## config.mk

```make
export PLATFORM = sky130hd
export DESIGN_NAME = store_queue
export DESIGN_NICKNAME = d
export VERILOG_FILES = /design/src/logic/dmem_pkg.sv /design/src/logic/store_queue.sv
export SDC_FILE = /design/constraint.sdc
export NUM_CORES = 1
export LEC_CHECK = 0
export BUFFER_PORTS_ARGS = -buffer_cell sky130_fd_sc_hd__buf_2
export CORE_MARGIN = 1.5
export CORE_UTILIZATION = 32
export DETAILED_ROUTE_END_ITERATION = 8
export HOLD_SLACK_MARGIN = 0.05
export PLACE_DENSITY = 0.54
export SYNTH_ARGS = -nofsm -noshare
export SYNTH_HDL_FRONTEND = slang
export SYNTH_SLANG_ARGS = --single-unit
```

## constraint.sdc

```tcl
create_clock -name clock -period 10.45 [get_ports clock]
set_input_delay 1.5675 -clock clock [delete_from_list [all_inputs] [get_ports clock]]
set_output_delay 1.5675 -clock clock [all_outputs]
set_load 0.005 [all_outputs]
```

## src/logic/dmem_pkg.sv

```systemverilog
// sizes, access and command enums, request, result and memory structs
package dmem_pkg;

    localparam int rob_w    = 5;
    localparam int prf_w    = 6;
    localparam int sq_depth = 8;
    localparam int sq_cnt_w = 4;
    localparam int sq_ptr_w = 3;

    // 16-bit address split as tag | set index | byte offset
    localparam int addr_w   = 16;
    localparam int idx_w    = 5;
    localparam int tag_w    = 8;
    localparam int off_w    = 3;
    localparam int line_w   = tag_w + idx_w;
    localparam int num_sets = 1 << idx_w;

    typedef enum logic [1:0] {
        mem_byte,
        mem_half,
        mem_word,
        mem_double
    } mem_size_e;

    typedef enum logic [1:0] {
        cmd_none,
        cmd_load,
        cmd_store
    } mem_cmd_e;

    typedef struct packed {
        logic              valid;
        logic              is_load;
        logic [rob_w-1:0]  rob_idx;
        logic [prf_w-1:0]  prf_idx;
        logic [addr_w-1:0] addr;
        mem_size_e         size;
        logic              is_signed;
        logic [31:0]       data;
    } ls_req_t;

    typedef struct packed {
        logic             valid;
        logic [31:0]      data;
        logic [prf_w-1:0] prf_idx;
        logic [rob_w-1:0] rob_idx;
    } cdb_pkt_t;

    typedef struct packed {
        logic             en;
        logic [idx_w-1:0] idx;
        logic [tag_w-1:0] tag;
    } cache_rd_t;

    typedef struct packed {
        logic              en;
        logic [addr_w-1:0] addr;
        mem_size_e         size;
        logic [31:0]       data;
    } cache_wr_t;

    typedef struct packed {
        mem_cmd_e          cmd;
        logic [addr_w-1:0] addr;
        mem_size_e         size;
        logic [63:0]       data;
    } mem_req_t;

    // response tag 0 means the command was refused
    typedef struct packed {
        logic [3:0]  response;
        logic [3:0]  tag;
        logic [63:0] data;
    } mem_rsp_t;

endpackage

```

## src/logic/store_queue.sv

```systemverilog
`timescale 1ns/1ns
// store queue: circular buffer with commit count, flush and line-conflict mask
module store_queue (
    input  logic                              clock,
    input  logic                              rst_n,
    input  logic                              except,
    input  logic                              commit,
    input  dmem_pkg::ls_req_t                 st_req,
    input  logic                              wr_done,
    input  logic [dmem_pkg::line_w-1:0]       probe_line,
    output logic [dmem_pkg::sq_cnt_w-1:0]     num_free,
    output dmem_pkg::mem_req_t                wr_req,
    output dmem_pkg::cache_wr_t               cache_wr,
    output logic [dmem_pkg::sq_depth-1:0]     conflict_mask,
    output logic [dmem_pkg::sq_depth-1:0]     drained_mask
);

    dmem_pkg::ls_req_t                ents [dmem_pkg::sq_depth];
    dmem_pkg::ls_req_t                head_ent;
    logic [dmem_pkg::sq_ptr_w-1:0]    head, tail, head_n;
    logic [dmem_pkg::sq_cnt_w-1:0]    count, ncommit, ncommit_n;
    logic [dmem_pkg::sq_depth-1:0]    held;
    logic                             push, pop;

    assign push      = st_req.valid && !except;
    assign pop       = wr_done;
    assign head_n    = head + dmem_pkg::sq_ptr_w'(pop);
    assign ncommit_n = ncommit + dmem_pkg::sq_cnt_w'(commit) - dmem_pkg::sq_cnt_w'(pop);
    assign num_free  = dmem_pkg::sq_cnt_w'(dmem_pkg::sq_depth) - count;
    assign head_ent  = ents[head];

    // occupancy and line match per slot
    always_comb begin
        logic [dmem_pkg::sq_ptr_w-1:0] rel;
        for (int i = 0; i < dmem_pkg::sq_depth; i++) begin
            rel = dmem_pkg::sq_ptr_w'(i) - head;
            held[i] = {1'b0, rel} < count;
            conflict_mask[i] = held[i] && (ents[i].addr[dmem_pkg::addr_w-1:dmem_pkg::off_w]
                                           == probe_line);
        end
    end

    assign drained_mask = pop ? ({{(dmem_pkg::sq_depth-1){1'b0}}, 1'b1} << head) : '0;

    // oldest committed entry goes out to memory and cache
    always_comb begin
        wr_req.cmd    = (ncommit != '0) ? dmem_pkg::cmd_store : dmem_pkg::cmd_none;
        wr_req.addr   = head_ent.addr;
        wr_req.size   = head_ent.size;
        wr_req.data   = {32'b0, head_ent.data};
        cache_wr.en   = pop;
        cache_wr.addr = head_ent.addr;
        cache_wr.size = head_ent.size;
        cache_wr.data = head_ent.data;
    end

    always_ff @(posedge clock) begin
        if (!rst_n) begin
            head    <= '0;
            tail    <= '0;
            count   <= '0;
            ncommit <= '0;
        end else begin
            head    <= head_n;
            ncommit <= ncommit_n;
            if (except) begin
                // keep only what the ROB already retired
                count <= ncommit_n;
                tail  <= head_n + ncommit_n[dmem_pkg::sq_ptr_w-1:0];
            end else begin
                count <= count + dmem_pkg::sq_cnt_w'(push) - dmem_pkg::sq_cnt_w'(pop);
                tail  <= tail + dmem_pkg::sq_ptr_w'(push);
            end
        end
    end

    always_ff @(posedge clock) begin
        if (push) begin
            ents[tail] <= st_req;
        end
    end

    a_commit_held: assert property (@(posedge clock) disable iff (!rst_n)
        commit |-> ncommit < count);

    a_store_room: assert property (@(posedge clock) disable iff (!rst_n)
        st_req.valid |-> num_free != '0);

endmodule

```

==> flow_summary.toml <==
[outcome]
status = "complete, no violations"

[hold_path]
hp-class = "reg2reg"

[placed_design]
placed_cell_area_sq_um = 19600
dp_hpwl_microns = 26400
gp_routability_congestion = 0.785
io_buffers = 190

[power_and_ir_drop]
power_switching_uw = 995
p_leak_nw = 7.45
worst_ir_drop_vdd_mv = 0.127
power.share.combinational = 0.133
power.density_nw_per_um2 = 197
p_sw_frac = 0.239
pwr-share-clk = 0.398
seq_power_share = 0.469
internal_power_mw = 3.17

[finish]
synthToLayoutAreaGrowth_pct = 15.2
final_area_sq_um = 21200
post_route_cells_drive_above_1_share = 0.295
num-nets-final = 1354
fillers = 5343

[setup_path]
r2r-start = "tail[0]$_SDFF_PN0_"
end_kind = "primary output"
crit_path_max_incr_delay_ps = 860
critical_path.startpoint_type = "flip-flop"
slack_of_the_worst_reg_to_reg_path_ps = 7840
req_time_crit_path_ps = 8880
critical_path.cell_chain = "buf_4, inv_2, ha_1, inv_1, ha_1, a21o_1, a21oi_1, o2111a_1, buf_2"
r2r_cells = 3
crit_start = "head[1]$_SDFF_PN0_"
critical_path.reg2reg.endpoint = "ents[5][25]$_DFFE_PP_"
crit_end = "conflict_mask[2]"
crit_top_cell = "sky130_fd_sc_hd__ha_1"
critPathKind = "reg2out"
crit_slowest_cell = "sky130_fd_sc_hd__dfxtp_2"
crit_path_max_fanout = 33
arrival_ps = 3560

[sta]
final-setup-viol-count = 0
setup_total_neg_slack_ps = 0
slew_headroom = 0.279
period_minus_slack_ps = 5130
hold_violations = 0
worst_pin_slew_ps = 1080
final.setup_skew_ps = 11.3
maxSlewViolCount = 0
rsz_0062_raised_after_global_routing = "false"
max_clock_freq_mhz = 195
final_cycle_share = 0.491

[synth]
synth-seq-cells = 414
syn_avg_cell_area_sq_um = 16.9
yosysSeqAreaShare = 0.669
post_synth_main_area_contributors = "sky130_fd_sc_hd__edfxtp_1 (65%), sky130_fd_sc_hd__mux4_2 (12%), sky130_fd_sc_hd__buf_4 (3.6%), sky130_fd_sc_hd__xor2_1 (3.5%), sky130_fd_sc_hd__nand2_1 (3.2%)"
synthDominantAreaCellType = "sky130_fd_sc_hd__edfxtp_1"
synth_area_sq_um = 18400
main_synth_ff_type = "sky130_fd_sc_hd__edfxtp_1"
synth-edff-count = 400
synth_top_cell_area_share = 0.654
postSynthCellCount = 1089
synth_warn = 0
yosys.cell_types.count = 39
async_flop_share = 0

[clock_network]
cts_buffers = 46
cts.hold.buffers_added = 0
tritoncts_num_sinks = 414
clk_pin_slew_ps = 60
cts.repair.resized = 0
tritoncts = "built"
h_tree_lvl_count = 2
worstSkewPairLatency_ps = 570
cts_root_buf = "sky130_fd_sc_hd__clkbuf_16"
clock_tree.buffer_depth = 3
post-cts-setup-buffer-count = 0

[grt]
grt_antenna_before_repair = 8
grt_pass1_vias = 9982
grt_pass1_wl_microns = 65600
grt_overflow = 0
grtUsageTotal = 0.151
grt_start_max_net_pins = 69

[routing]
antenna_violating_nets_post_route = 0
via_per_inst = 4.68
routed-via-count = 9495
routed_wirelength_microns = 44300
drt-wirelength-per-cell_microns = 21.8
drtIter0Drc = 546
drc = 0
drt_pre_antenna_iters = 4

[job]
number_of_violations_of_the_max_capacitance_limit = 0

[floorplan]
boundaryPins = 237
die_height_microns = 243
coreArea_sq_um = 56600
dieArea_sq_um = 58800
die-width_microns = 243
std_cell_rows = 87
initial_standard_cell_utilization_of_the_core = 0.324
==> placed cells by master (no fill, tap or decap), types with 2 or more instances in the layout <==
cell / instances
sky130_fd_sc_hd__nor3_1: 14
sky130_fd_sc_hd__mux2i_1: 2
sky130_fd_sc_hd__clkinv_1: 10
sky130_fd_sc_hd__nand2_1: 156
sky130_fd_sc_hd__a21oi_1: 11
sky130_fd_sc_hd__o2111a_1: 7
sky130_fd_sc_hd__inv_1: 20
sky130_fd_sc_hd__nor3_2: 2
sky130_fd_sc_hd__clkbuf_16: 49
sky130_fd_sc_hd__clkinv_2: 6
sky130_fd_sc_hd__nor2b_1: 4
sky130_fd_sc_hd__nand3b_1: 2
sky130_fd_sc_hd__fa_1: 3
sky130_fd_sc_hd__xnor2_1: 44
sky130_fd_sc_hd__buf_2: 190
sky130_fd_sc_hd__xor2_1: 74
sky130_fd_sc_hd__a21o_1: 5
sky130_fd_sc_hd__nand4b_1: 2
sky130_fd_sc_hd__ha_1: 33
sky130_fd_sc_hd__dfxtp_4: 2
sky130_fd_sc_hd__or2_2: 2
sky130_fd_sc_hd__nand3_1: 3
sky130_fd_sc_hd__and3_1: 3
sky130_fd_sc_hd__nand4_1: 8
sky130_fd_sc_hd__and2_1: 15
sky130_fd_sc_hd__mux4_2: 94
sky130_fd_sc_hd__clkbuf_1: 12
sky130_fd_sc_hd__mux4_1: 6
sky130_fd_sc_hd__nor2_4: 6
sky130_fd_sc_hd__bufinv_16: 7
sky130_fd_sc_hd__diode_2: 3
sky130_fd_sc_hd__o21ai_0: 4
sky130_fd_sc_hd__nor4_1: 8
sky130_fd_sc_hd__dfxtp_1: 11
sky130_fd_sc_hd__conb_1: 33
sky130_fd_sc_hd__buf_4: 14
sky130_fd_sc_hd__edfxtp_1: 400
sky130_fd_sc_hd__nand2b_1: 4
==> power groups by stage <==
stage               clock [mW]  sequential, mW  combinational (mW)
CTS                       1.70            1.95               0.574
finish                    1.66            1.95               0.556
global route              1.76            1.96               0.623
global placement             0            1.99               0.566
floorplan                    0            1.97               0.414
detailed placement           0            1.99               0.572
==> kinds of logic (layout without fill, tap and decap cells) <==
kind of cell,after synthesis,after routing,synth area share
fa+ha+maj,36,36,0.0258
xor+xnor,118,118,0.0563
other cells,1,36,0.000204
simple gates,230,230,0.0557
mux,102,102,0.125
compound gates,30,30,0.0121
flops,414,414,0.669
buf+inv,158,309,0.0557
==> per-layer routing <==
layer	GRT usage	up-vias	wire, microns
met5	0	-	57
met4	0.0458	8	965
met3	0.0327	74	2580
met2	0.247	269	21000
met1	0.202	4866	19700
li1	-	4278	-
==> area by class of cell <==
class                      count  area, sq um  share of cell area
antenna                        3         7.51            0.000355
clock buffer                  61         1270              0.0601
clock inverter                23          278              0.0131
inverter                      21         78.8             0.00372
multi-input combinational    549         5230               0.247
sequential                   414        12300               0.581
tap                          756          946              0.0447
timing repair buffer         204         1060              0.0499
==> flip-flops by register name, summed over array words and instances, names as in the netlist <==
name     flops
ents       400
count        4
ncommit      4
head         3
tail         3
==> critical path: cells and delay by family (launching register included) <==
| kind | cells | cell delay, ps |
|---|---|---|
| adder cells (fa/ha/maj) | 2 | 590 |
| AO/OA/AOI/OAI | 3 | 620 |
| buffers and inverters | 4 | 910 |
| flip-flops | 1 | 860 |
==> worst min-delay path by stage <==
| stage | from | to | slack, ps | depth (start not counted) |
|---|---|---|---|---|
| CTS | tail[0]$_SDFF_PN0_ | tail[0]$_SDFF_PN0_ | 720 | 3 |
| global route | tail[0]$_SDFF_PN0_ | tail[0]$_SDFF_PN0_ | 760 | 3 |
| global placement | tail[0]$_SDFF_PN0_ | tail[0]$_SDFF_PN0_ | 680 | 3 |
| floorplan | tail[0]$_SDFF_PN0_ | tail[0]$_SDFF_PN0_ | 640 | 3 |
| detailed placement | tail[0]$_SDFF_PN0_ | tail[0]$_SDFF_PN0_ | 710 | 3 |
| finish | tail[0]$_SDFF_PN0_ | tail[0]$_SDFF_PN0_ | 710 | 3 |
==> stage by stage <==
| stage | worst slack [ps] | utilization | std cells | hold WS, ps | power [mW] |
|---|---|---|---|---|---|
| detailed placement | 5880 | 0.346 | 1944 | 708 | 2.56 |
| CTS | 5260 | 0.374 | 2028 | 721 | 4.22 |
| finish | 5320 | 0.374 | 2031 | 707 | 4.16 |
| global route | 5120 | 0.374 | 2028 | 756 | 4.34 |
| floorplan | 4300 | - | 1121 | 639 | 2.38 |
| global placement | 5880 | 0.346 | 1944 | 675 | 2.55 |
==> cells in the mapped netlist, types with 8 or more instances <==
cell type	count
sky130_fd_sc_hd__mux4_2	94
sky130_fd_sc_hd__nand4_1	8
sky130_fd_sc_hd__nand2_1	156
sky130_fd_sc_hd__a21oi_1	11
sky130_fd_sc_hd__xor2_1	74
sky130_fd_sc_hd__and2_1	15
sky130_fd_sc_hd__edfxtp_1	400
sky130_fd_sc_hd__ha_1	33
sky130_fd_sc_hd__nor3_1	16
sky130_fd_sc_hd__clkbuf_1	14
sky130_fd_sc_hd__nor4_1	8
sky130_fd_sc_hd__buf_2	20
sky130_fd_sc_hd__buf_6	8
sky130_fd_sc_hd__dfxtp_1	14
sky130_fd_sc_hd__xnor2_1	44
sky130_fd_sc_hd__buf_4	89
sky130_fd_sc_hd__inv_1	20
Note: power is estimated with default switching activity, not from simulation.
