### config.mk
export PLATFORM = sky130hd
export DESIGN_NAME = load_unit
export DESIGN_NICKNAME = d
export VERILOG_FILES = /design/src/logic/dmem_pkg.sv /design/src/logic/load_unit.sv
export SDC_FILE = /design/constraint.sdc
export NUM_CORES = 1
export LEC_CHECK = 0
export BUFFER_PORTS_ARGS = -buffer_cell sky130_fd_sc_hd__buf_2
export CAP_MARGIN = 20
export CORE_UTILIZATION = 40
export CTS_CLUSTER_DIAMETER = 60
export DETAILED_ROUTE_END_ITERATION = 12
export PLACE_DENSITY = 0.78
export SYNTH_ARGS = -nofsm -noshare
export SYNTH_HDL_FRONTEND = slang
export SYNTH_SLANG_ARGS = --single-unit
### constraint.sdc
create_clock -name clock -period 6.25 [get_ports clock]
set_input_delay 1.25 -clock clock [delete_from_list [all_inputs] [get_ports clock]]
set_output_delay 1.25 -clock clock [all_outputs]
set_load 0.05 [all_outputs]
### src/logic/dmem_pkg.sv
// sizes, access and command enums, request, result and memory structs
package dmem_pkg;

    localparam int rob_w    = 5;
    localparam int prf_w    = 6;
    localparam int sq_depth = 8;
    localparam int sq_cnt_w = 4;
    localparam int sq_ptr_w = 3;

    // 16-bit address split as tag | set index | byte offset
    localparam int addr_w   = 16;
    localparam int idx_w    = 5;
    localparam int tag_w    = 8;
    localparam int off_w    = 3;
    localparam int line_w   = tag_w + idx_w;
    localparam int num_sets = 1 << idx_w;

    typedef enum logic [1:0] {
        mem_byte,
        mem_half,
        mem_word,
        mem_double
    } mem_size_e;

    typedef enum logic [1:0] {
        cmd_none,
        cmd_load,
        cmd_store
    } mem_cmd_e;

    typedef struct packed {
        logic              valid;
        logic              is_load;
        logic [rob_w-1:0]  rob_idx;
        logic [prf_w-1:0]  prf_idx;
        logic [addr_w-1:0] addr;
        mem_size_e         size;
        logic              is_signed;
        logic [31:0]       data;
    } ls_req_t;

    typedef struct packed {
        logic             valid;
        logic [31:0]      data;
        logic [prf_w-1:0] prf_idx;
        logic [rob_w-1:0] rob_idx;
    } cdb_pkt_t;

    typedef struct packed {
        logic             en;
        logic [idx_w-1:0] idx;
        logic [tag_w-1:0] tag;
    } cache_rd_t;

    typedef struct packed {
        logic              en;
        logic [addr_w-1:0] addr;
        mem_size_e         size;
        logic [31:0]       data;
    } cache_wr_t;

    typedef struct packed {
        mem_cmd_e          cmd;
        logic [addr_w-1:0] addr;
        mem_size_e         size;
        logic [63:0]       data;
    } mem_req_t;

    // response tag 0 means the command was refused
    typedef struct packed {
        logic [3:0]  response;
        logic [3:0]  tag;
        logic [63:0] data;
    } mem_rsp_t;

endpackage

### src/logic/load_unit.sv
`timescale 1ns/1ns
// load unit: single load holder with conflict wait, cache lookup, miss and result extend
module load_unit (
    input  logic                              clock,
    input  logic                              rst_n,
    input  logic                              except,
    input  dmem_pkg::ls_req_t                 ld_req,
    input  logic [dmem_pkg::sq_depth-1:0]     conflict_mask,
    input  logic [dmem_pkg::sq_depth-1:0]     drained_mask,
    input  logic                              hit,
    input  logic [63:0]                       rd_line,
    input  logic                              fill_valid,
    input  logic [63:0]                       fill_line,
    output logic [dmem_pkg::line_w-1:0]       probe_line,
    output dmem_pkg::cache_rd_t               cache_rd,
    output logic                              miss_req,
    output logic                              num_free,
    output dmem_pkg::cdb_pkt_t                cdb_out
);

    typedef enum logic [2:0] {
        st_idle,
        st_wait_sq,
        st_lookup,
        st_miss,
        st_done
    } state_e;

    state_e                         state;
    dmem_pkg::ls_req_t              ent;
    logic [dmem_pkg::sq_depth-1:0]  mask;

    // pick addressed bytes out of the line, then extend by size
    function automatic logic [31:0] extend(input logic [63:0] line,
                                           input dmem_pkg::ls_req_t ld);
        logic [63:0] sh;
        sh = line >> {ld.addr[dmem_pkg::off_w-1:0], 3'b000};
        case (ld.size)
            dmem_pkg::mem_byte: extend = {{24{ld.is_signed & sh[7]}}, sh[7:0]};
            dmem_pkg::mem_half: extend = {{16{ld.is_signed & sh[15]}}, sh[15:0]};
            default:            extend = sh[31:0];
        endcase
    endfunction

    assign probe_line = ld_req.addr[dmem_pkg::addr_w-1:dmem_pkg::off_w];
    assign miss_req   = state == st_miss;
    assign num_free   = state == st_idle;

    // idle reads straight from the request so a clean hit takes two cycles
    always_comb begin
        cache_rd.en  = 1'b0;
        cache_rd.idx = ent.addr[dmem_pkg::off_w +: dmem_pkg::idx_w];
        cache_rd.tag = ent.addr[dmem_pkg::addr_w-1 -: dmem_pkg::tag_w];
        if (state == st_idle) begin
            cache_rd.en  = ld_req.valid && conflict_mask == '0;
            cache_rd.idx = ld_req.addr[dmem_pkg::off_w +: dmem_pkg::idx_w];
            cache_rd.tag = ld_req.addr[dmem_pkg::addr_w-1 -: dmem_pkg::tag_w];
        end else if (state == st_wait_sq) begin
            cache_rd.en = mask == '0;
        end
    end

    always_ff @(posedge clock) begin
        cdb_out.valid <= 1'b0;
        if (!rst_n || except) begin
            state <= st_idle;
        end else begin
            case (state)
                st_idle: if (ld_req.valid) begin
                    ent   <= ld_req;
                    mask  <= conflict_mask & ~drained_mask;
                    state <= (conflict_mask == '0) ? st_lookup : st_wait_sq;
                end
                st_wait_sq: begin
                    mask <= mask & ~drained_mask;
                    if (mask == '0) begin
                        state <= st_lookup;
                    end
                end
                st_lookup: begin
                    state <= hit ? st_done : st_miss;
                    cdb_out <= '{valid: hit, data: extend(rd_line, ent),
                                 prf_idx: ent.prf_idx, rob_idx: ent.rob_idx};
                end
                st_miss: if (fill_valid) begin
                    state <= st_done;
                    cdb_out <= '{valid: 1'b1, data: extend(fill_line, ent),
                                 prf_idx: ent.prf_idx, rob_idx: ent.rob_idx};
                end
                default: state <= st_idle;
            endcase
        end
    end

    a_load_room: assert property (@(posedge clock) disable iff (!rst_n)
        ld_req.valid |-> num_free);

endmodule

==> results.yml, run 1 <==
detailed_routing:
  finalWirelength_um: 19700
  vias_per_cell: 5.92
  drtIter0Drc: 509
  drc: 0
  drtAntennaViolNets: 0
  vias: 5753
  first_pass_iters: 6
  routedWlPerCell_um: 20.2
timing:
  worstMarginPinSlew_ps: 1010
  fin_skew_ps: 8.88
  clock.fmax_mhz: 252
  finalHoldViolations: 0
  worst_slack_ps: 2290
  slew_headroom: 0.326
  setup-tns-final_ps: 0
  period_minus_slack_ps: 3960
  finalMaxSlewViolations: 0
  finalCritPeriodShare: 0.634
  final-setup-viol-count: 0
  rsz0062_at_grt: "false"
cells_and_area:
  syn_to_final_growth_pct: 23.9
  post-route-util: 0.516
  final_cell_mix: "buf_2 (252), edfxtp_1 (81), nand2_1 (62), mux2i_1 (60), mux4_2 (52)"
  final_common_cell: "buf_2"
  layout.nets: 968
  design_area_um2: 7960
  layout-drive-gt1-share: 0.484
yosys:
  ys_types: 47
  synth.cell_area_um2: 6420
  syn-num-nets: 753
  synth_edf_count: 81
  synth-main-ff-cell: "edfxtp_1"
  ys_seq_elements: 85
  syn_inst: 540
  synth.yosys.warnings: 0
  synth-async-reset-ratio: 0
  postSynthAreaPerCell_um2: 11.9
  ys_seq_area_frac: 0.391
floorplan:
  die-area_um2: 16600
  start_util: 0.416
  chipWidth_um: 129
  die_h_um: 129
  io_pins: 286
  core_um2: 15400
  rows: 45
placed_design:
  postPlaceCellArea_um2: 7690
  dp_slack_ps: 2370
  dp_hpwl_um: 15000
  gp_congestion: 0.921
  portBuffers: 252
pwr:
  powerDensity_nw_per_um2: 181
  leakagePower_nw: 3.31
  ir_drop_mv: 0.126
status:
  status: "finished, final reports clean"
worst_setup_path:
  path_cells: "buf_4 > mux4_2 > mux2i_1 > a211oi_1 > o21ai_4 > o221ai_1"
  cpPeakStageDelay_ps: 900
  critPathBufInv: 1
  crit_type: "flip-flop to flip-flop"
  startpoint_type: "flip-flop"
  crit_required_ps: 6270
  cp_max_fo: 66
  crit_path_end_kind: "flip-flop"
  rrSetupSlack_ps: 2290
  crit_family: "multiplexers"
  slowest_stage: "edfxtp_1"
  arrival_ps: 3990
global_routing:
  antenna_found_initial: 0
  grt_max_degree: 67
  gr-total-overflow: 0
  grt_pass1_wl_um: 29900
  grt_pass1_vias: 5537
  grt.total_usage: 0.238
clock_network:
  ctsLongestPathBuffers: 2
  holdBufCountCts: 0
  path_clk_slew_ps: 60
  numCtsBuffers: 9
  clock-sinks: 85
  tritoncts: "done"
  clkLatencyLatePin_ps: 340
  cts_resized: 0
  cts_root_buf: "clkbuf_16"
  cts_max_level: 3
  cts_setup_buffers: 0
min_path:
  hold_path_class: "flip-flop to flip-flop"
job:
  cap_violations: 0
[cell type report]
class                      count  area [µm²]
clock inverter                 6        38.8
inverter                       6        22.5
tap                          211         264
antenna                        1        2.50
clock buffer                   9         225
timing repair buffer         261        1330
fill                        1470        7470
sequential                    85        2510
multi-input combinational    392        3560
[registers in the layout, indices dropped and copies added (netlist names)]
signal,count
cdb_out,44
ent,30
mask,8
state,3
[per-layer routing]
layer / vias up / wire length [µm] / global-route usage
li1: 2579 / - / -
met1: 2799 / 7800 / 0.309
met2: 341 / 9660 / 0.389
met3: 34 / 1860 / 0.0723
met4: 0 / 340 / 0.0609
met5: - / 0 / 0
[logic make-up (layout without fill, tap and decap cells)]
logic type / Yosys count / in the layout / share of synthesized area
muxes: 142 / 142 / 0.331
and+or+nand+nor: 130 / 130 / 0.0898
AOI/OAI and AO/OA: 120 / 120 / 0.131
DFF: 85 / 85 / 0.391
buffers and inverters: 63 / 282 / 0.0573
other: 0 / 1 / 0
[per-stage QoR]
stage	power (mW)	hold slack, ps	instances
floorplan	0.856	484	540
global placement	0.964	500	955
detailed placement	0.970	507	955
CTS	1.45	523	970
global route	1.50	536	970
finish	1.44	520	971
[path summary, 6_finish.rpt]
kind           start     endpoint  cells after the start
max          ent[35]  cdb_out[34]                      6
min          ent[61]   cdb_out[4]                      1
max reg2reg  ent[35]  cdb_out[34]                      6
min reg2reg  ent[61]   cdb_out[4]                      1
[Yosys cell counts (4+ instances only)]
| cell | number | share of area |
|---|---|---|
| nor4_1 | 4 | 0.0039 |
| nor3_1 | 6 | 0.0047 |
| dfxtp_1 | 4 | 0.012 |
| nor2_1 | 28 | 0.016 |
| a221oi_1 | 11 | 0.015 |
| mux4_2 | 52 | 0.18 |
| nand3_1 | 4 | 0.0031 |
| mux2i_1 | 60 | 0.093 |
| buf_4 | 20 | 0.023 |
| and2_1 | 14 | 0.014 |
| o21ai_0 | 20 | 0.016 |
| o221ai_1 | 5 | 0.0068 |
| buf_6 | 5 | 0.0088 |
| a31oi_1 | 8 | 0.0078 |
| buf_2 | 15 | 0.012 |
| clkbuf_1 | 14 | 0.0082 |
| o22ai_1 | 15 | 0.015 |
| inv_1 | 5 | 0.0029 |
| nand2_1 | 62 | 0.036 |
| a211oi_1 | 5 | 0.0058 |
| mux2_2 | 29 | 0.051 |
| a22oi_1 | 10 | 0.012 |
| edfxtp_1 | 81 | 0.38 |
| a21oi_1 | 25 | 0.019 |
| nand2b_1 | 5 | 0.0049 |
[worst reg2reg max path, cell delays in order, from the launching register on]
cell and delay, ps:
edfxtp_1 900, buf_4 860, mux4_2 650, mux2i_1 330, a211oi_1 180, o21ai_4 470, o221ai_1 270
[report_power, final]
group	total [mW]	internal (mW)	switching, mW
registers	0.640	0.631	0.00887
logic	0.321	0.142	0.179
clock network	0.477	0.266	0.211
total	1.44	1.04	0.399
(Power assumes the default switching activity.)
==> run 2: changes to the inputs <==
- clock period: 6.25 -> 3.8 ns (I/O delays scaled with it)
==> results.yml, run 2 (synthesized netlist as in run 1, its figures left out) <==
worst_setup_path:
  critPathBufInv: 2
  crit_required_ps: 3040
  path_cells: "nor3_2 > buf_4 > nand2_1 > o22ai_1 > buf_2"
  crit_type: "flip-flop to primary output"
  cpPeakStageDelay_ps: 570
  cp_max_fo: 22
  crit_path_end_kind: "primary output"
  slowest_stage: "dfxtp_1"
  arrival_ps: 2430
  startpoint_type: "flip-flop"
  crit_family: "simple AND/OR/NAND/NOR gates"
cells_and_area:
  final_cells: 974
  diodes: 0
  syn_to_final_growth_pct: 25.4
  largest_reg_flops: 44
  reg_top3: "cdb_out (44), ent (30), mask (8)"
  largest-register: "cdb_out"
  layout.nets: 971
  final_common_cell: "buf_2"
  layout-drive-gt1-share: 0.488
  final_cell_mix: "buf_2 (252), edfxtp_1 (81), nand2_1 (62), mux2i_1 (60), mux4_2 (52)"
  post-route-util: 0.522
clock_network:
  ctsLongestPathBuffers: 2
  clkLatencyLatePin_ps: 350
  path_clk_slew_ps: 60
  cts_root_buf: "clkbuf_16"
  numCtsBuffers: 9
  cts_resized: 0
  cts_max_level: 3
  cts_setup_buffers: 0
  holdBufCountCts: 0
  clock-sinks: 85
  tritoncts: "done"
detailed_routing:
  first_pass_iters: 5
  vias_per_cell: 5.86
  routedWlPerCell_um: 20.0
  finalWirelength_um: 19500
  drtIter0Drc: 492
  vias: 5704
  drc: 0
  drtAntennaViolNets: 0
floorplan:
  chipWidth_um: 129
  start_util: 0.416
  io_pins: 286
  rows: 45
  die-area_um2: 16600
  die_h_um: 129
  core_um2: 15400
timing:
  final-setup-viol-count: 0
  slew_headroom: 0.400
  finalMaxSlewViolations: 0
  setup-tns-final_ps: 0
  fin_skew_ps: 9.60
  finalCritPeriodShare: 0.839
  period_minus_slack_ps: 3190
  worstMarginPinSlew_ps: 900
  rsz0062_at_grt: "false"
  clock.fmax_mhz: 314
  finalHoldViolations: 0
job:
  cap_violations: 0
placed_design:
  dp_hpwl_um: 14900
  portBuffers: 252
  gp_congestion: 0.906
  post-place-cells: 958
pwr:
  powerDensity_nw_per_um2: 311
  ir_drop_mv: 0.366
  leakagePower_nw: 3.36
status:
  status: "finished, final reports clean"
global_routing:
  grt_max_degree: 74
  grt.total_usage: 0.238
  gr-total-overflow: 0
  grt_pass1_wl_um: 29200
  grt_pass1_vias: 5253
  antenna_found_initial: 0
min_path:
  hold_path_class: "flip-flop to flip-flop"
run 2: cell types whose count changed in the layout (fill, tap and decap cells not counted):
| cell | previous run | this run |
|---|---|---|
| diode_2 | 1 | 0 |
| clkbuf_8 | 0 | 2 |
| clkinv_1 | 2 | 1 |
| inv_8 | 0 | 1 |
| bufinv_16 | 0 | 1 |
| buf_4 | 9 | 10 |
| buf_12 | 0 | 2 |
| clkinv_2 | 2 | 0 |
run 2: final cells by class:
type,instances,area [µm²]
clock buffers,11,253
well taps,211,264
multi-input cells,392,3560
inverters,6,22.5
clock inverters,5,66.3
repair buffers,264,1380
fillers,1398,7370
flip-flops and latches,85,2510
run 2: layer usage:
layer	track usage	part of all wire
met4	0.0830	0.023
met1	0.323	0.41
met3	0.0516	0.083
met5	0	0
met2	0.377	0.48
run 2: worst register-to-register path, delay by kind of cell, from the launching register on:
kind / cells / cell delay [ps]
multiplexers: 2 / 970
flip-flops: 1 / 680
AND/OR/NAND/NOR: 1 / 130
AO/OA/AOI/OAI: 3 / 1030
run 2: power breakdown:
| group | total [mW] | switching, mW | leakage [nW] | internal (mW) |
|---|---|---|---|---|
| Combinational | 0.529 | 0.294 | 2.40 | 0.236 |
| Clock | 0.927 | 0.374 | 0.154 | 0.553 |
| Sequential | 1.05 | 0.0150 | 0.810 | 1.04 |
| Total | 2.51 | 0.682 | 3.36 | 1.83 |
run 2: worst paths after layout:
kind                                from            to  slack [ps]  depth (start not counted)
worst min-delay path             ent[56]   cdb_out[10]         520                          1
worst max-delay path            state[0]  cache_rd[13]         610                          5
worst min register to register   ent[56]   cdb_out[10]         520                          1
worst max register to register   ent[35]   cdb_out[39]         690                          6
run 2: metrics by stage:
step | hold WS, ps | power (mW) | cell area, µm² | setup slack, ps
after floorplan | 484 | 1.41 | 6420 | 452
after global placement | 500 | 1.59 | 7740 | 717
after detailed placement | 502 | 1.60 | 7740 | 678
after CTS | 521 | 2.52 | 8060 | 590
after global routing | 538 | 2.60 | 8060 | 477
final | 520 | 2.51 | 8060 | 613
==> run 3: changes to the inputs <==
- clock period: 3.8 -> 3.2 ns (I/O delays scaled with it)
==> results.yml, run 3 (synthesized netlist as in run 1, its figures left out) <==
status:
  status: "finished, final reports clean"
clock_network:
  tritoncts: "done"
  holdBufCountCts: 0
  cts_resized: 0
  cts_root_buf: "clkbuf_16"
  path_clk_slew_ps: 70
  cts_max_level: 3
  clkLatencyLatePin_ps: 340
  cts_setup_buffers: 0
  numCtsBuffers: 9
  ctsLongestPathBuffers: 2
  clock-sinks: 85
cells_and_area:
  reg_top3: "cdb_out (44), ent (30), mask (8)"
  largest-register: "cdb_out"
  final_common_cell: "buf_2"
  layout.nets: 980
  syn_to_final_growth_pct: 26.8
  final_cell_mix: "buf_2 (252), edfxtp_1 (81), nand2_1 (62), mux2i_1 (60), mux4_2 (52)"
  largest_reg_flops: 44
  layout-drive-gt1-share: 0.494
  diodes: 0
pwr:
  leakagePower_nw: 3.41
  ir_drop_mv: 0.298
  seq_power_share: 0.402
  internal_power_mw: 2.29
  p_switching_mw: 0.816
  pwr-share-clk: 0.395
  powerDensity_nw_per_um2: 381
  p_comb_frac: 0.203
  sw_frac_of_total: 0.263
placed_design:
  dp_slack_ps: 430
  gp_congestion: 0.885
  portBuffers: 252
  dp_hpwl_um: 15100
floorplan:
  chipWidth_um: 129
  core_um2: 15400
  io_pins: 286
  die-area_um2: 16600
  die_h_um: 129
  start_util: 0.416
  rows: 45
worst_setup_path:
  crit_required_ps: 3230
  startpoint_type: "flip-flop"
  crit_type: "flip-flop to flip-flop"
  crit_path_end_kind: "flip-flop"
  arrival_ps: 2800
  cp_max_fo: 16
global_routing:
  grt_pass1_vias: 5374
  grt_pass1_wl_um: 29400
  grt.total_usage: 0.236
  gr-total-overflow: 0
  antenna_found_initial: 0
  grt_max_degree: 58
timing:
  finalMaxSlewViolations: 0
  period_minus_slack_ps: 2770
  clock.fmax_mhz: 361
  setup-tns-final_ps: 0
  worst_slack_ps: 433
  final-setup-viol-count: 0
  finalHoldViolations: 0
  finalCritPeriodShare: 0.865
  slew_headroom: 0.466
  worstMarginPinSlew_ps: 800
  fin_skew_ps: 10.0
  rsz0062_at_grt: "false"
detailed_routing:
  routedWlPerCell_um: 19.8
  drtIter0Drc: 460
  finalWirelength_um: 19400
  drtAntennaViolNets: 0
  vias_per_cell: 5.88
  drc: 0
  vias: 5782
  first_pass_iters: 5
min_path:
  hold_path_class: "input pin to flip-flop"
job:
  cap_violations: 0
[run 3: worst paths after layout]
kind              startpoint  depth (start not counted)  slack (ps)     endpoint
setup / recovery     ent[36]                          6         430  cdb_out[28]
hold / removal    ld_req[51]                          1         470      ent[51]
setup reg to reg     ent[36]                          6         430  cdb_out[28]
hold reg to reg      ent[61]                          1         520   cdb_out[4]
[run 3: area by class of cell]
type | count | area (µm²)
multi-input combinational | 392 | 3560
tap | 211 | 264
fill | 1413 | 7280
sequential | 85 | 2510
inverter | 6 | 22.5
clock buffer | 9 | 225
timing repair buffer | 273 | 1430
clock inverter | 7 | 129
[run 3: critical path, cell delays in order, from the launching register on]
cell and delay [ps]:
edfxtp_1 630, mux4_2 550, mux2_2 320, nor2_1 140, a211oi_1 90, o21ai_4 450, o221ai_1 270
[run 3: stage by stage]
step	instance area, µm²	hold slack (ps)	std cells	power, mW	util
floorplan	6430	484	540	1.67	-
global placement	7790	500	967	1.88	0.505
detailed placement	7790	506	967	1.90	0.505
CTS	8140	459	983	3.13	0.528
global route	8140	454	983	3.22	0.528
finish	8140	474	983	3.11	0.528
[run 3: power by group through the flow]
stage | Clock, mW | Sequential, mW | Combinational [mW]
2_1_floorplan | 0 | 1.27 | 0.407
3_3_place_gp | 0 | 1.27 | 0.613
3_5_place_dp | 0 | 1.27 | 0.624
4_1_cts | 1.25 | 1.25 | 0.626
5_1_grt | 1.29 | 1.25 | 0.676
6_report | 1.23 | 1.25 | 0.630
[run 3: routing by layer]
metal	global-route usage	up-vias	part of all wire
met3	0.0532	42	0.095
met5	0	-	0
met2	0.391	336	0.48
met4	0.0678	0	0.024
li1	-	2600	-
met1	0.311	2804	0.40
