===== config.mk =====
export PLATFORM = sky130hd
export DESIGN_NAME = dcache_ctrl
export DESIGN_NICKNAME = d
export VERILOG_FILES = /design/src/logic/dmem_pkg.sv /design/src/logic/dcache_ctrl.sv
export SDC_FILE = /design/constraint.sdc
export NUM_CORES = 1
export LEC_CHECK = 0
export ABC_AREA = 1
export BUFFER_PORTS_ARGS = -buffer_cell sky130_fd_sc_hd__buf_2
export CAP_MARGIN = 20
export CORE_AREA = 2 2 132 134
export CTS_CLUSTER_SIZE = 10
export DETAILED_ROUTE_END_ITERATION = 12
export DIE_AREA = 0 0 134 136
export SKIP_LAST_GASP = 1
export SLEW_MARGIN = 20
export SYNTH_ARGS = -nofsm -noshare
export SYNTH_HDL_FRONTEND = slang
export SYNTH_SLANG_ARGS = --single-unit

===== constraint.sdc =====
create_clock -name clock -period 1.9 [get_ports clock]
set_input_delay 0.38 -clock clock [delete_from_list [all_inputs] [get_ports clock]]
set_output_delay 0.38 -clock clock [all_outputs]
set_load 0.02 [all_outputs]

===== src/logic/dmem_pkg.sv =====
// sizes, access and command enums, request, result and memory structs
package dmem_pkg;

    localparam int rob_w    = 5;
    localparam int prf_w    = 6;
    localparam int sq_depth = 8;
    localparam int sq_cnt_w = 4;
    localparam int sq_ptr_w = 3;

    // 16-bit address split as tag | set index | byte offset
    localparam int addr_w   = 16;
    localparam int idx_w    = 5;
    localparam int tag_w    = 8;
    localparam int off_w    = 3;
    localparam int line_w   = tag_w + idx_w;
    localparam int num_sets = 1 << idx_w;

    typedef enum logic [1:0] {
        mem_byte,
        mem_half,
        mem_word,
        mem_double
    } mem_size_e;

    typedef enum logic [1:0] {
        cmd_none,
        cmd_load,
        cmd_store
    } mem_cmd_e;

    typedef struct packed {
        logic              valid;
        logic              is_load;
        logic [rob_w-1:0]  rob_idx;
        logic [prf_w-1:0]  prf_idx;
        logic [addr_w-1:0] addr;
        mem_size_e         size;
        logic              is_signed;
        logic [31:0]       data;
    } ls_req_t;

    typedef struct packed {
        logic             valid;
        logic [31:0]      data;
        logic [prf_w-1:0] prf_idx;
        logic [rob_w-1:0] rob_idx;
    } cdb_pkt_t;

    typedef struct packed {
        logic             en;
        logic [idx_w-1:0] idx;
        logic [tag_w-1:0] tag;
    } cache_rd_t;

    typedef struct packed {
        logic              en;
        logic [addr_w-1:0] addr;
        mem_size_e         size;
        logic [31:0]       data;
    } cache_wr_t;

    typedef struct packed {
        mem_cmd_e          cmd;
        logic [addr_w-1:0] addr;
        mem_size_e         size;
        logic [63:0]       data;
    } mem_req_t;

    // response tag 0 means the command was refused
    typedef struct packed {
        logic [3:0]  response;
        logic [3:0]  tag;
        logic [63:0] data;
    } mem_rsp_t;

endpackage


===== src/logic/dcache_ctrl.sv =====
`timescale 1ns/1ns
// memory port controller with read/store arbitration and outstanding read tag tracking
module dcache_ctrl (
    input  logic                              clock,
    input  logic                              rst_n,
    input  dmem_pkg::mem_req_t                wr_req,
    input  logic                              miss_req,
    input  logic [dmem_pkg::line_w-1:0]       miss_addr,
    input  dmem_pkg::mem_rsp_t                mem2proc,
    output logic                              wr_done,
    output logic                              fill_valid,
    output logic [dmem_pkg::line_w-1:0]       fill_addr,
    output logic [63:0]                       fill_line,
    output dmem_pkg::mem_cmd_e                dmem_cmd,
    output logic [dmem_pkg::addr_w-1:0]       dmem_addr,
    output dmem_pkg::mem_size_e               dmem_size,
    output logic [63:0]                       dmem_data
);

    dmem_pkg::mem_req_t               sel;
    logic                             rd_pending;
    logic [3:0]                       rd_tag;
    logic [dmem_pkg::line_w-1:0]      rd_line;
    logic                             issue_rd, st_block, rd_accept;

    assign issue_rd = miss_req && !rd_pending;
    // hold a store to the line being fetched so the fill cannot bring stale bytes
    assign st_block = rd_pending && wr_req.addr[dmem_pkg::addr_w-1:dmem_pkg::off_w] == rd_line;

    always_comb begin
        sel = '{cmd: dmem_pkg::cmd_none, addr: '0, size: dmem_pkg::mem_byte, data: '0};
        if (issue_rd) begin
            sel.cmd  = dmem_pkg::cmd_load;
            sel.addr = {miss_addr, {dmem_pkg::off_w{1'b0}}};
            sel.size = dmem_pkg::mem_double;
        end else if (wr_req.cmd == dmem_pkg::cmd_store && !st_block) begin
            sel = wr_req;
        end
    end

    assign dmem_cmd  = sel.cmd;
    assign dmem_addr = sel.addr;
    assign dmem_size = sel.size;
    assign dmem_data = sel.data;

    assign wr_done    = sel.cmd == dmem_pkg::cmd_store && mem2proc.response != '0;
    assign rd_accept  = sel.cmd == dmem_pkg::cmd_load && mem2proc.response != '0;
    assign fill_valid = rd_pending && mem2proc.tag == rd_tag;
    assign fill_addr  = rd_line;
    assign fill_line  = mem2proc.data;

    always_ff @(posedge clock) begin
        if (!rst_n) begin
            rd_pending <= 1'b0;
        end else if (rd_accept) begin
            rd_pending <= 1'b1;
        end else if (fill_valid) begin
            rd_pending <= 1'b0;
        end
    end

    always_ff @(posedge clock) begin
        if (rd_accept) begin
            rd_tag  <= mem2proc.response;
            rd_line <= miss_addr;
        end
    end

    // every data reply belongs to the single outstanding read
    a_one_read: assert property (@(posedge clock) disable iff (!rst_n)
        mem2proc.tag != '0 |-> rd_pending && mem2proc.tag == rd_tag);

endmodule


==> results of run 1 <==
## cell usage in the layout, fill, tap and decap left out, types with 2 or more instances in the layout
cell type / synthesis / final
buf_12: 0 / 3
buf_2: 6 / 199
buf_4: 64 / 14
buf_6: 2 / 7
clkbuf_16: 0 / 5
edfxtp_1: 17 / 17
inv_1: 92 / 91
nand2_1: 62 / 62
nand3_1: 2 / 2
nand4_1: 14 / 14
nor2_1: 87 / 87
xnor2_1: 6 / 6
## repair_timing
| action | in CTS | in global routing |
|---|---|---|
| buffers inserted | 1 | 3 |
| hold buffers | 0 | 0 |
| pin swaps | 0 | 2 |
| endpoints found under the setup margin | 84 | 85 |
| cloned | 1 | 2 |
| gates resized for setup | 2 | 20 |
## critical path: stages, from the launching register on
cell and delay, ns:
edfxtp_1 0.41, nor2_1 0.12, nor2_1 0.05, nor2_1 0.09, nand2_1 0.09, nor2_1 0.13, nand2_2 0.09, buf_4 0.16
clkbuf_16 0.16, nand3_1 0.06, nand2_1 0.05, buf_2 0.16
## stage by stage
| stage | setup TNS [ns] | util (%) | hold slack, ns | instance area (um^2) |
|---|---|---|---|---|
| 2_1_floorplan | -0.612 | - | 0.479 | 2150 |
| 3_3_place_gp | -7.59 | 17.9 | 0.525 | 3030 |
| 3_5_place_dp | -8.55 | 17.9 | 0.536 | 3030 |
| 4_1_cts | -20.89 | 18.7 | 0.316 | 3150 |
| 5_1_grt | -32.55 | 19.5 | 0.315 | 3300 |
| 6_report | -21.57 | 19.5 | 0.318 | 3300 |
## area by class of cell
cell class | instances | area (um^2) | area share (%)
Sequential cell | 18 | 531 | 16.1
Timing Repair Buffer | 226 | 1320 | 40.0
Clock buffer | 4 | 78.8 | 2.39
Multi-Input combinational cell | 174 | 738 | 22.4
Tap cell | 225 | 282 | 8.54
Inverter | 92 | 349 | 10.6
## power by group
group / leakage (nW) / switching [W] / internal, W
logic: 1.97 / 0.000362 / 0.000263
registers: 0.171 / 0.0000160 / 0.000468
clock network: 0.0382 / 0.000161 / 0.000286
## metal layers
metal | part of all wire, % | global-route usage (%) | vias up
met3 | 10 | 3.36 | 38
met4 | 3.4 | 3.66 | 4
met1 | 41 | 9.91 | 1041
li1 | - | - | 1273
met2 | 45 | 11.7 | 134
met5 | 0.30 | 0 | -
## worst max path at each step
stage	start	endpoint	slack (ns)	cells after the start
3_5_place_dp	wr_req[70]	dmem_data[17]	-0.15	12
5_1_grt	fill_addr[12]	dmem_addr[15]	-0.42	11
3_3_place_gp	wr_req[70]	dmem_data[46]	-0.14	12
4_1_cts	fill_addr[1]	dmem_data[17]	-0.28	10
2_1_floorplan	fill_addr[12]	dmem_data[54]	-0.07	11
6_report	fill_addr[12]	dmem_size[0]	-0.30	11
## sequential cells by signal (all words and copies together), names as in the netlist
signal,cells
rd_tag,4
rd_pending,1
fill_addr,13
## cells by family after synthesis
group,share of synthesized area [%]
xor gates and xnor gates,2.44
AOI/OAI and AO/OA,0.232
and+or+nand+nor,31.3
buffers and inverters,41.4
DFF,24.7
==> metrics.md, run 1 <==
| Metric | Value |
|---|---|
| GRT Total Usage | `7.92%` |
| Largest net degree at the start of global routing | `36` |
| # fillers | `1918` |
| Max H-tree Level | `1` |
| Ant diodes | `0` |
| Final setup vio count | `84` |
| Die ar. | `0.0182 mm^2` |
| Nature of the critical path endpoint | `output port` |
| Clock Path Buffers | `2` |
| Via density | `3.37` |
| Die Ht | `136 um` |
| Pleak | `2.18 nW` |
| Final WL | `8.58 mm` |
| Worst R2R Path Depth | `5` |
| Min Tclk post-route | `2.20 ns` |
| Dpl hpwl | `6.74 mm` |
| Synth top cells by count | `inv_1 (92), nor2_1 (87), buf_4 (64), nand2_1 (62), edfxtp_1 (17)` |
| DP Worst Slack | `-0.152 ns` |
| HP Start | `miss_addr[3]` |
| Initial antenna violation count | `2` |
| Final #Nets | `687` |
| Total congestion overflow | `0` |
| Crit Path Class | `reg -> out` |
| Critical Path RT | `1.52 ns` |
| WL per Instance | `11.6 um` |
| Clock root buffer | `clkbuf_16` |
| Hold Path Depth | `1` |
| Net count after synthesis | `531` |
| Seq/Total Area, Yosys | `24.7%` |
| Initial Utilization | `12.7%` |
| Ys async rst share | `0%` |
| Mapped Avg Cell Area | `5.99 um^2` |
| Placed cells | `728` |
| Dominant cells by area after synthesis | `edfxtp_1 (24%), buf_4 (22%), inv_1 (16%)` |
| Site row count | `48` |
| Yosys reg bits | `18` |
| Run status | `finished, violations left` |
| Port bufs | `206` |
| Data arrival time of the worst path | `1.82 ns` |
| I/O Pins | `335` |
| TritonRoute pass-1 iters | `4` |
| Insertion delay to the later sink of the worst-skew pair | `0.25 ns` |
| DRT iter0 DRCs | `75` |
| Worst-path fanout max | `7` |
| Post-Syn Area | `0.00215 mm^2` |
| Clk_skew | `0.00425 ns` |
| Startpoint Class | `register` |
| Vias in the first global route | `2024` |
| Tightest Pin Transition | `0.385 ns` |
| P per Cell Area | `472 mW/mm^2` |
| Slew Viols, Final | `0` |
| Rel. slew slack | `74.2%` |
| Yosys cell types | `15` |
| Fmax | `454 MHz` |
| Via count | `2490` |
| Failing checks | `setup timing` |
| R2R Path End | `fill_addr[6]` |
| DR DRC count | `0` |
| Cell accounting for the most synthesized area | `edfxtp_1` |
| Most frequent cell after synthesis | `inv_1` |
| Power, Total | `0.00156 W` |
| Core area | `0.0169 mm^2` |
| CTS sink count | `18` |
| Final Non-Filler Cells | `739` |
| Clk slew on worst S/H paths | `0.06 ns` |
| Max-cap violations | `0` |
| Share of layout cells above drive strength 1 | `45.1%` |
| Post-synth EDFFs | `17` |
| Peak supply drop | `0.358 mV` |
| Detail Route Antenna Nets | `0` |
| R2R Setup Slk | `0.34 ns` |
| Final Wtd Congestion | `0.728` |
| Setup ws final | `-0.302 ns` |
| Cells after Synth | `359` |
| Number of buffers created by CTS | `3` |
| FF-to-FF Start | `rd_pending` |
| Worst min-delay path category | `in -> reg` |
| P&R area growth vs syn | `53.2%` |
| Synth warn | `0` |
| RSZ-0062 raised after global routing | `yes` |
| Top_reg_cell synth | `edfxtp_1` |
| Die X-Extent | `134 um` |
| First-pass GRT wire length | `11.4 mm` |
| Final hold violation count | `0` |
| CTS tree | `built` |
| Area share of the largest cell type after synthesis | `23.7%` |
| WHS Endpoint | `fill_addr[3]` |
| Final Cycle Share | `116%` |
Note: power is estimated with default switching activity, not from simulation.
==> run 2, diff against run 1 <==
Clock period 1.9 ns to 2.5 ns, I/O delays scaled along.
==> run 2 against run 1 <==
The run now ends clean. Critical path type unchanged. Count of clock-buffer cells in the layout did not move. Cell count fell by 1.8%. Global-route usage fell by 0.21 points. Non-clock buffer count fell by 13.
==> metrics.md, run 2 (synthesis gave the netlist of run 1 again) <==
| Metric | Value |
|---|---|
| Via density | `3.30 (was 3.37)` |
| Vias in the first global route | `1983 (was 2024)` |
| GRT Total Usage | `7.70% (was 7.92%)` |
| Die Ht | `136 um (unchanged)` |
| Fmax | `439 MHz` |
| Final Cycle Share | `91.1%` |
| WL per Instance | `11.7 um (was 11.6 um)` |
| Startpoint Class | `register (unchanged)` |
| Clock Path Buffers | `2 (unchanged)` |
| Peak supply drop | `0.219 mV (was 0.358 mV)` |
| I/O Pins | `335 (unchanged)` |
| Final #Nets | `674 (was 687)` |
| Dpl hpwl | `6.71 mm (was 6.74 mm)` |
| Data arrival time of the worst path | `1.78 ns (was 1.82 ns)` |
| DR DRC count | `0 (unchanged)` |
| DRT iter0 DRCs | `143 (was 75)` |
| Crit Path Class | `reg -> out (unchanged)` |
| R2R Setup Slk | `0.97 ns (was 0.34 ns)` |
| Clock power share | `28.9% (was 28.7%)` |
| Max-cap violations | `0 (unchanged)` |
| RSZ-0062 raised after global routing | `no (was yes)` |
| Site row count | `48 (unchanged)` |
| Core area | `0.0169 mm^2 (unchanged)` |
| Via count | `2398 (was 2490)` |
| Final WL | `8.47 mm (was 8.58 mm)` |
| Die ar. | `0.0182 mm^2 (unchanged)` |
| Tightest Pin Transition | `0.540 ns (was 0.385 ns)` |
| Pleak | `2.10 nW (was 2.18 nW)` |
| Port bufs | `206 (unchanged)` |
| Clk_skew | `0.00599 ns (was 0.00425 ns)` |
| Final setup vio count | `0 (was 84)` |
| Logic gate share of total power | `38.9% (was 40.2%)` |
| Detail Route Antenna Nets | `0 (unchanged)` |
| Clock root buffer | `clkbuf_16 (unchanged)` |
| Psw | `0.000395 W (was 0.000539 W)` |
| Run status | `complete, no violations (was finished, violations left)` |
| Slowest CP cell | `edfxtp_1 (unchanged)` |
| Worst-path cell chain | `nor2_1 > nor2_1 > nor2_1 > nand2_1 > nor2_1 > nand2_2 > nand3_4 > clkbuf_16 > nor2_1 > buf_2 (was nor2_1 > nor2_1 > nor2_1 > nand2_1 > nor2_1 > nand2_2 > buf_4 > clkbuf_16 > nand3_1 > nand2_1 > buf_2)` |
| Worst min-delay path category | `in -> reg (unchanged)` |
| Rel. slew slack | `63.9% (was 74.2%)` |
| CP max stage delay | `0.40 ns (was 0.41 ns)` |
| Setup TNS | `0 ns (was -21.57 ns)` |
| CP dominant cell by count | `nor2_1 (unchanged)` |
| Largest net degree at the start of global routing | `70 (was 36)` |
| Initial antenna violation count | `2 (unchanged)` |
| Nature of the critical path endpoint | `output port (unchanged)` |
| Critical Path RT | `2.00 ns (was 1.52 ns)` |
| Initial Utilization | `12.7% (unchanged)` |
| Worst-path fanout max | `34 (was 7)` |
| Max H-tree Level | `1 (unchanged)` |
| Slew Viols, Final | `0 (unchanged)` |
| CTS tree | `built (unchanged)` |
| CTS Hold Buffers Added | `0 (unchanged)` |
| Die X-Extent | `134 um (unchanged)` |
| Final hold violation count | `0 (unchanged)` |
| Ant diodes | `0 (unchanged)` |
| Seq pwr share | `32.2% (was 31.1%)` |
| Largest register FFs | `13 (unchanged)` |
| First-pass GRT wire length | `11.0 mm (was 11.4 mm)` |
| Clk slew on worst S/H paths | `0.06 ns (about the same)` |
| Sw Ratio | `34.6% (about the same)` |
| P per Cell Area | `367 mW/mm^2 (was 472 mW/mm^2)` |
| Power, Total | `0.00114 W (was 0.00156 W)` |
| P&R area growth vs syn | `45.0% (was 53.2%)` |
| TritonRoute pass-1 iters | `6 (was 4)` |
| Insertion delay to the later sink of the worst-skew pair | `0.25 ns (about the same)` |
| CTS sink count | `18 (unchanged)` |
| Internal power | `0.000747 W (was 0.00102 W)` |
| Share of layout cells above drive strength 1 | `43.5% (was 45.1%)` |
| Most common cell after layout, fill and taps aside | `buf_2 (unchanged)` |
| Total congestion overflow | `0 (unchanged)` |
| Min Tclk post-route | `2.28 ns` |
| Final Wtd Congestion | `0.738 (was 0.728)` |
| Number of buffers created by CTS | `3 (unchanged)` |
| Commonest non-fill, non-tap cells in the layout | `buf_2 (206), inv_1 (92), nor2_1 (87), nand2_1 (62), edfxtp_1 (17) (was buf_2 (199), inv_1 (91), nor2_1 (87), nand2_1 (62), edfxtp_1 (17))` |
run 2: power by group through the flow:
| stage | combinational, W | clock [W] | sequential, W |
|---|---|---|---|
| 2_1_floorplan | 0.000366 | 0 | 0.000391 |
| 3_3_place_gp | 0.000433 | 0 | 0.000374 |
| 3_5_place_dp | 0.000436 | 0 | 0.000375 |
| 4_1_cts | 0.000437 | 0.000341 | 0.000368 |
| 5_1_grt | 0.000491 | 0.000359 | 0.000370 |
| 6_report | 0.000445 | 0.000330 | 0.000368 |
run 2: worst paths after layout:
path	startpoint	end	cells after the start
setup / recovery	fill_addr[6]	dmem_data[15]	10
hold / removal	miss_addr[4]	fill_addr[4]	1
hold reg to reg	rd_pending	rd_pending	2
setup reg to reg	rd_pending	fill_addr[6]	4
run 2: worst max-delay path, delay by kind of cell (launching register included):
family,cells,cell delay [ns]
buf+inv,2,0.39
flops,1,0.40
simple gates,8,0.73
run 2: metrics by stage:
step                      hold WS, ns  instance area, um^2  util, %  cells  setup slack, ns
after floorplan                 0.484                 2150        -    359            0.412
after detailed placement        0.542                 2980     17.7    720            0.210
after CTS                       0.432                 3060     18.1    724            0.135
final                           0.436                 3120     18.5    726            0.222
after global routing            0.427                 3120     18.5    726           0.0280
after global placement          0.535                 2980     17.7    720            0.221
run 2: per-layer routing:
metal  track usage [%]  routed length, um  vias up  share of wire, %
met5                 0                 26        -              0.31
met4              3.66                290        4               3.4
met3              3.58                928       41                11
met2              10.8               3700      129                44
met1              9.89               3520      977                42
li1                  -                  -     1247                 -
run 2: repair_timing:
action	CTS	global route
setup endpoints to repair	0	18
hold endpoints to repair	0	0
resized for setup	0	1
setup buffers	0	0
run 2: final cells by class:
type | count | area (um^2)
Inverter | 92 | 345
Timing Repair Buffer | 213 | 1140
Clock buffer | 4 | 78.8
Multi-Input combinational cell | 174 | 738
Fill cell | 1956 | 13800
Tap cell | 225 | 282
Sequential cell | 18 | 531
==> run 3, diff against run 2 <==
Settings changed: RECOVER_POWER from default to 100.
==> run 3 against run 2 <==
Combinational power is 4% lower. Cell count did not move. Utilization fell by 0.44 points. Via count increased by 1.5%. Worst hold slack about the same. Routed wire length about the same. Non-clock buffer count did not move. Sequential cell count stayed put. Final area is 2.4% lower. First-iteration DRC count down 8.4%. Sequential power is essentially flat. Clock power hardly changed. Largest cell class unchanged. Largest power group unchanged.
==> metrics.md, run 3 (synthesis gave the netlist of run 1 again) <==
| Metric | Value |
|---|---|
| Crit Path Class | `reg -> out (unchanged)` |
| CTS sink count | `18 (unchanged)` |
| Vias in the first global route | `1983 (unchanged)` |
| FF+latch area | `531 um^2 (unchanged)` |
| Critical path origin | `fill_addr[6] (unchanged)` |
| Final #Nets | `674 (unchanged)` |
| Ant diodes | `0 (unchanged)` |
| Die ar. | `0.0182 mm^2 (unchanged)` |
| Rel. slew slack | `39.3% (was 63.9%)` |
| Clock Path Buffers | `2 (unchanged)` |
| Site row count | `48 (unchanged)` |
| Worst min-delay path category | `in -> reg (unchanged)` |
| R2R Setup Slk | `0.45 ns (was 0.97 ns)` |
| Final instance area | `0.00304 mm^2 (was 0.00312 mm^2)` |
| CP max stage delay | `0.40 ns (about the same)` |
| Pleak | `1.94 nW (was 2.10 nW)` |
| Max H-tree Level | `1 (unchanged)` |
| Nature of the critical path endpoint | `output port (unchanged)` |
| Power, Total | `0.00113 W (was 0.00114 W)` |
| Commonest non-fill, non-tap cells in the layout | `buf_2 (105), inv_1 (92), nor2_1 (87), clkbuf_2 (69), nand2_1 (62) (was buf_2 (206), inv_1 (92), nor2_1 (87), nand2_1 (62), edfxtp_1 (17))` |
| Clock root buffer | `clkbuf_16 (unchanged)` |
| Min Tclk post-route | `2.29 ns (was 2.28 ns)` |
| Core area | `0.0169 mm^2 (unchanged)` |
| CP dominant cell by count | `nor2_1 (unchanged)` |
| Final Non-Filler Cells | `726 (unchanged)` |
| Share of layout cells above drive strength 1 | `36.9% (was 43.5%)` |
| Data arrival time of the worst path | `1.79 ns (was 1.78 ns)` |
| Initial Utilization | `12.7% (unchanged)` |
| P&R area growth vs syn | `41.5% (was 45.0%)` |
| Total congestion overflow | `0 (unchanged)` |
| P per Cell Area | `370 mW/mm^2 (was 367 mW/mm^2)` |
| DR DRC count | `0 (unchanged)` |
| Via count | `2434 (was 2398)` |
| Largest register FFs | `13 (unchanged)` |
| Insertion delay to the later sink of the worst-skew pair | `0.25 ns (about the same)` |
| Fmax | `437 MHz (was 439 MHz)` |
| Critical Path RT | `2.00 ns (about the same)` |
| Largest net degree at the start of global routing | `70 (unchanged)` |
| Startpoint Class | `register (unchanged)` |
| Placed cells | `720 (unchanged)` |
| Detail Route Antenna Nets | `0 (unchanged)` |
| Worst-path cell chain | `nor2_1 > nor2_1 > nor2_1 > nand2_1 > nor2_1 > nand2_2 > nand3_4 > buf_8 > nor2_1 > clkbuf_2 (was nor2_1 > nor2_1 > nor2_1 > nand2_1 > nor2_1 > nand2_2 > nand3_4 > clkbuf_16 > nor2_1 > buf_2)` |
| RSZ-0062 raised after global routing | `no (unchanged)` |
| Port bufs | `206 (unchanged)` |
| Die X-Extent | `134 um (unchanged)` |
| # fillers | `1978 (was 1956)` |
| Run status | `complete, no violations (unchanged)` |
| Final setup vio count | `0 (unchanged)` |
| Number of buffers created by CTS | `3 (unchanged)` |
| Dpl hpwl | `6.71 mm (unchanged)` |
| Worst Path Buf+Inv | `2 (unchanged)` |
| Max-cap violations | `0 (unchanged)` |
| Setup TNS | `0 ns (unchanged)` |
| DRT iter0 DRCs | `131 (was 143)` |
| CTS tree | `built (unchanged)` |
| First-pass GRT wire length | `11.0 mm (unchanged)` |
| Clk slew on worst S/H paths | `0.06 ns (about the same)` |
| Worst path top cell family by delay | `simple AND/OR/NAND/NOR gates (unchanged)` |
| Final Wtd Congestion | `0.738 (unchanged)` |
| CTS Hold Buffers Added | `0 (unchanged)` |
| GRT Total Usage | `7.70% (unchanged)` |
| Initial antenna violation count | `2 (unchanged)` |
| Footprint of the multi-input gates | `738 um^2 (unchanged)` |
| TritonRoute pass-1 iters | `4 (was 6)` |
| Final Cycle Share | `91.5% (was 91.1%)` |
| Peak supply drop | `0.218 mV (was 0.219 mV)` |
| Final WL | `8.47 mm (about the same)` |
| Die Ht | `136 um (unchanged)` |
| Slew Viols, Final | `0 (unchanged)` |
| Tightest Pin Transition | `0.910 ns (was 0.540 ns)` |
| Placed inst area | `0.00298 mm^2 (unchanged)` |
| WL per Instance | `11.7 um (about the same)` |
| Most common cell after layout, fill and taps aside | `buf_2 (unchanged)` |
| Clk_skew | `0.00619 ns (was 0.00599 ns)` |
| Final hold violation count | `0 (unchanged)` |
| I/O Pins | `335 (unchanged)` |
| Via density | `3.35 (was 3.30)` |
| Hold slack | `0.436 ns (about the same)` |
| Worst-path fanout max | `34 (unchanged)` |
| FF-to-FF Start | `rd_pending (unchanged)` |
| HP Start | `miss_addr[1] (was miss_addr[4])` |
| Slowest CP cell | `edfxtp_1 (unchanged)` |
run 3: cell types whose count changed in the layout (fill, tap and decap cells not counted), sizes merged:
cell / change
clkbuf: +101
buf: -101
run 3: path summary, 6_finish.rpt:
kind,cells after the start,to
max,10,dmem_data[15]
min reg2reg,2,rd_pending
min,1,fill_addr[1]
max reg2reg,4,fill_addr[6]
run 3: what timing repair did:
action,4_1_cts,5_1_grt
hold endpoints to repair,0,0
buffers inserted,0,0
setup endpoints to repair,0,18
gates resized for setup,0,1
run 3: layout make-up:
cell class	count	share of cell area (%)
repair buffers	213	35.1
flip-flops and latches	18	17.4
inverters	92	11.3
well taps	225	9.25
multi-input cells	174	24.3
clock buffers	4	2.59
run 3: per-stage QoR:
step / util, % / worst slack, ns
finish: 18.0 / 0.213
global route: 18.0 / 0.0141
CTS: 18.1 / 0.135
detailed placement: 17.7 / 0.210
global placement: 17.7 / 0.221
floorplan: - / 0.412
run 3: metal layers:
metal | up-vias | global-route usage, % | routed length (um)
met2 | 133 | 10.8 | 3720
met5 | - | 0 | 26
li1 | 1247 | - | -
met3 | 41 | 3.58 | 948
met4 | 4 | 3.66 | 290
met1 | 1009 | 9.89 | 3490
run 3: power by group:
part           switching (W)  internal [W]
clock               0.000113      0.000217
sequential         0.0000128      0.000356
combinational       0.000271      0.000157
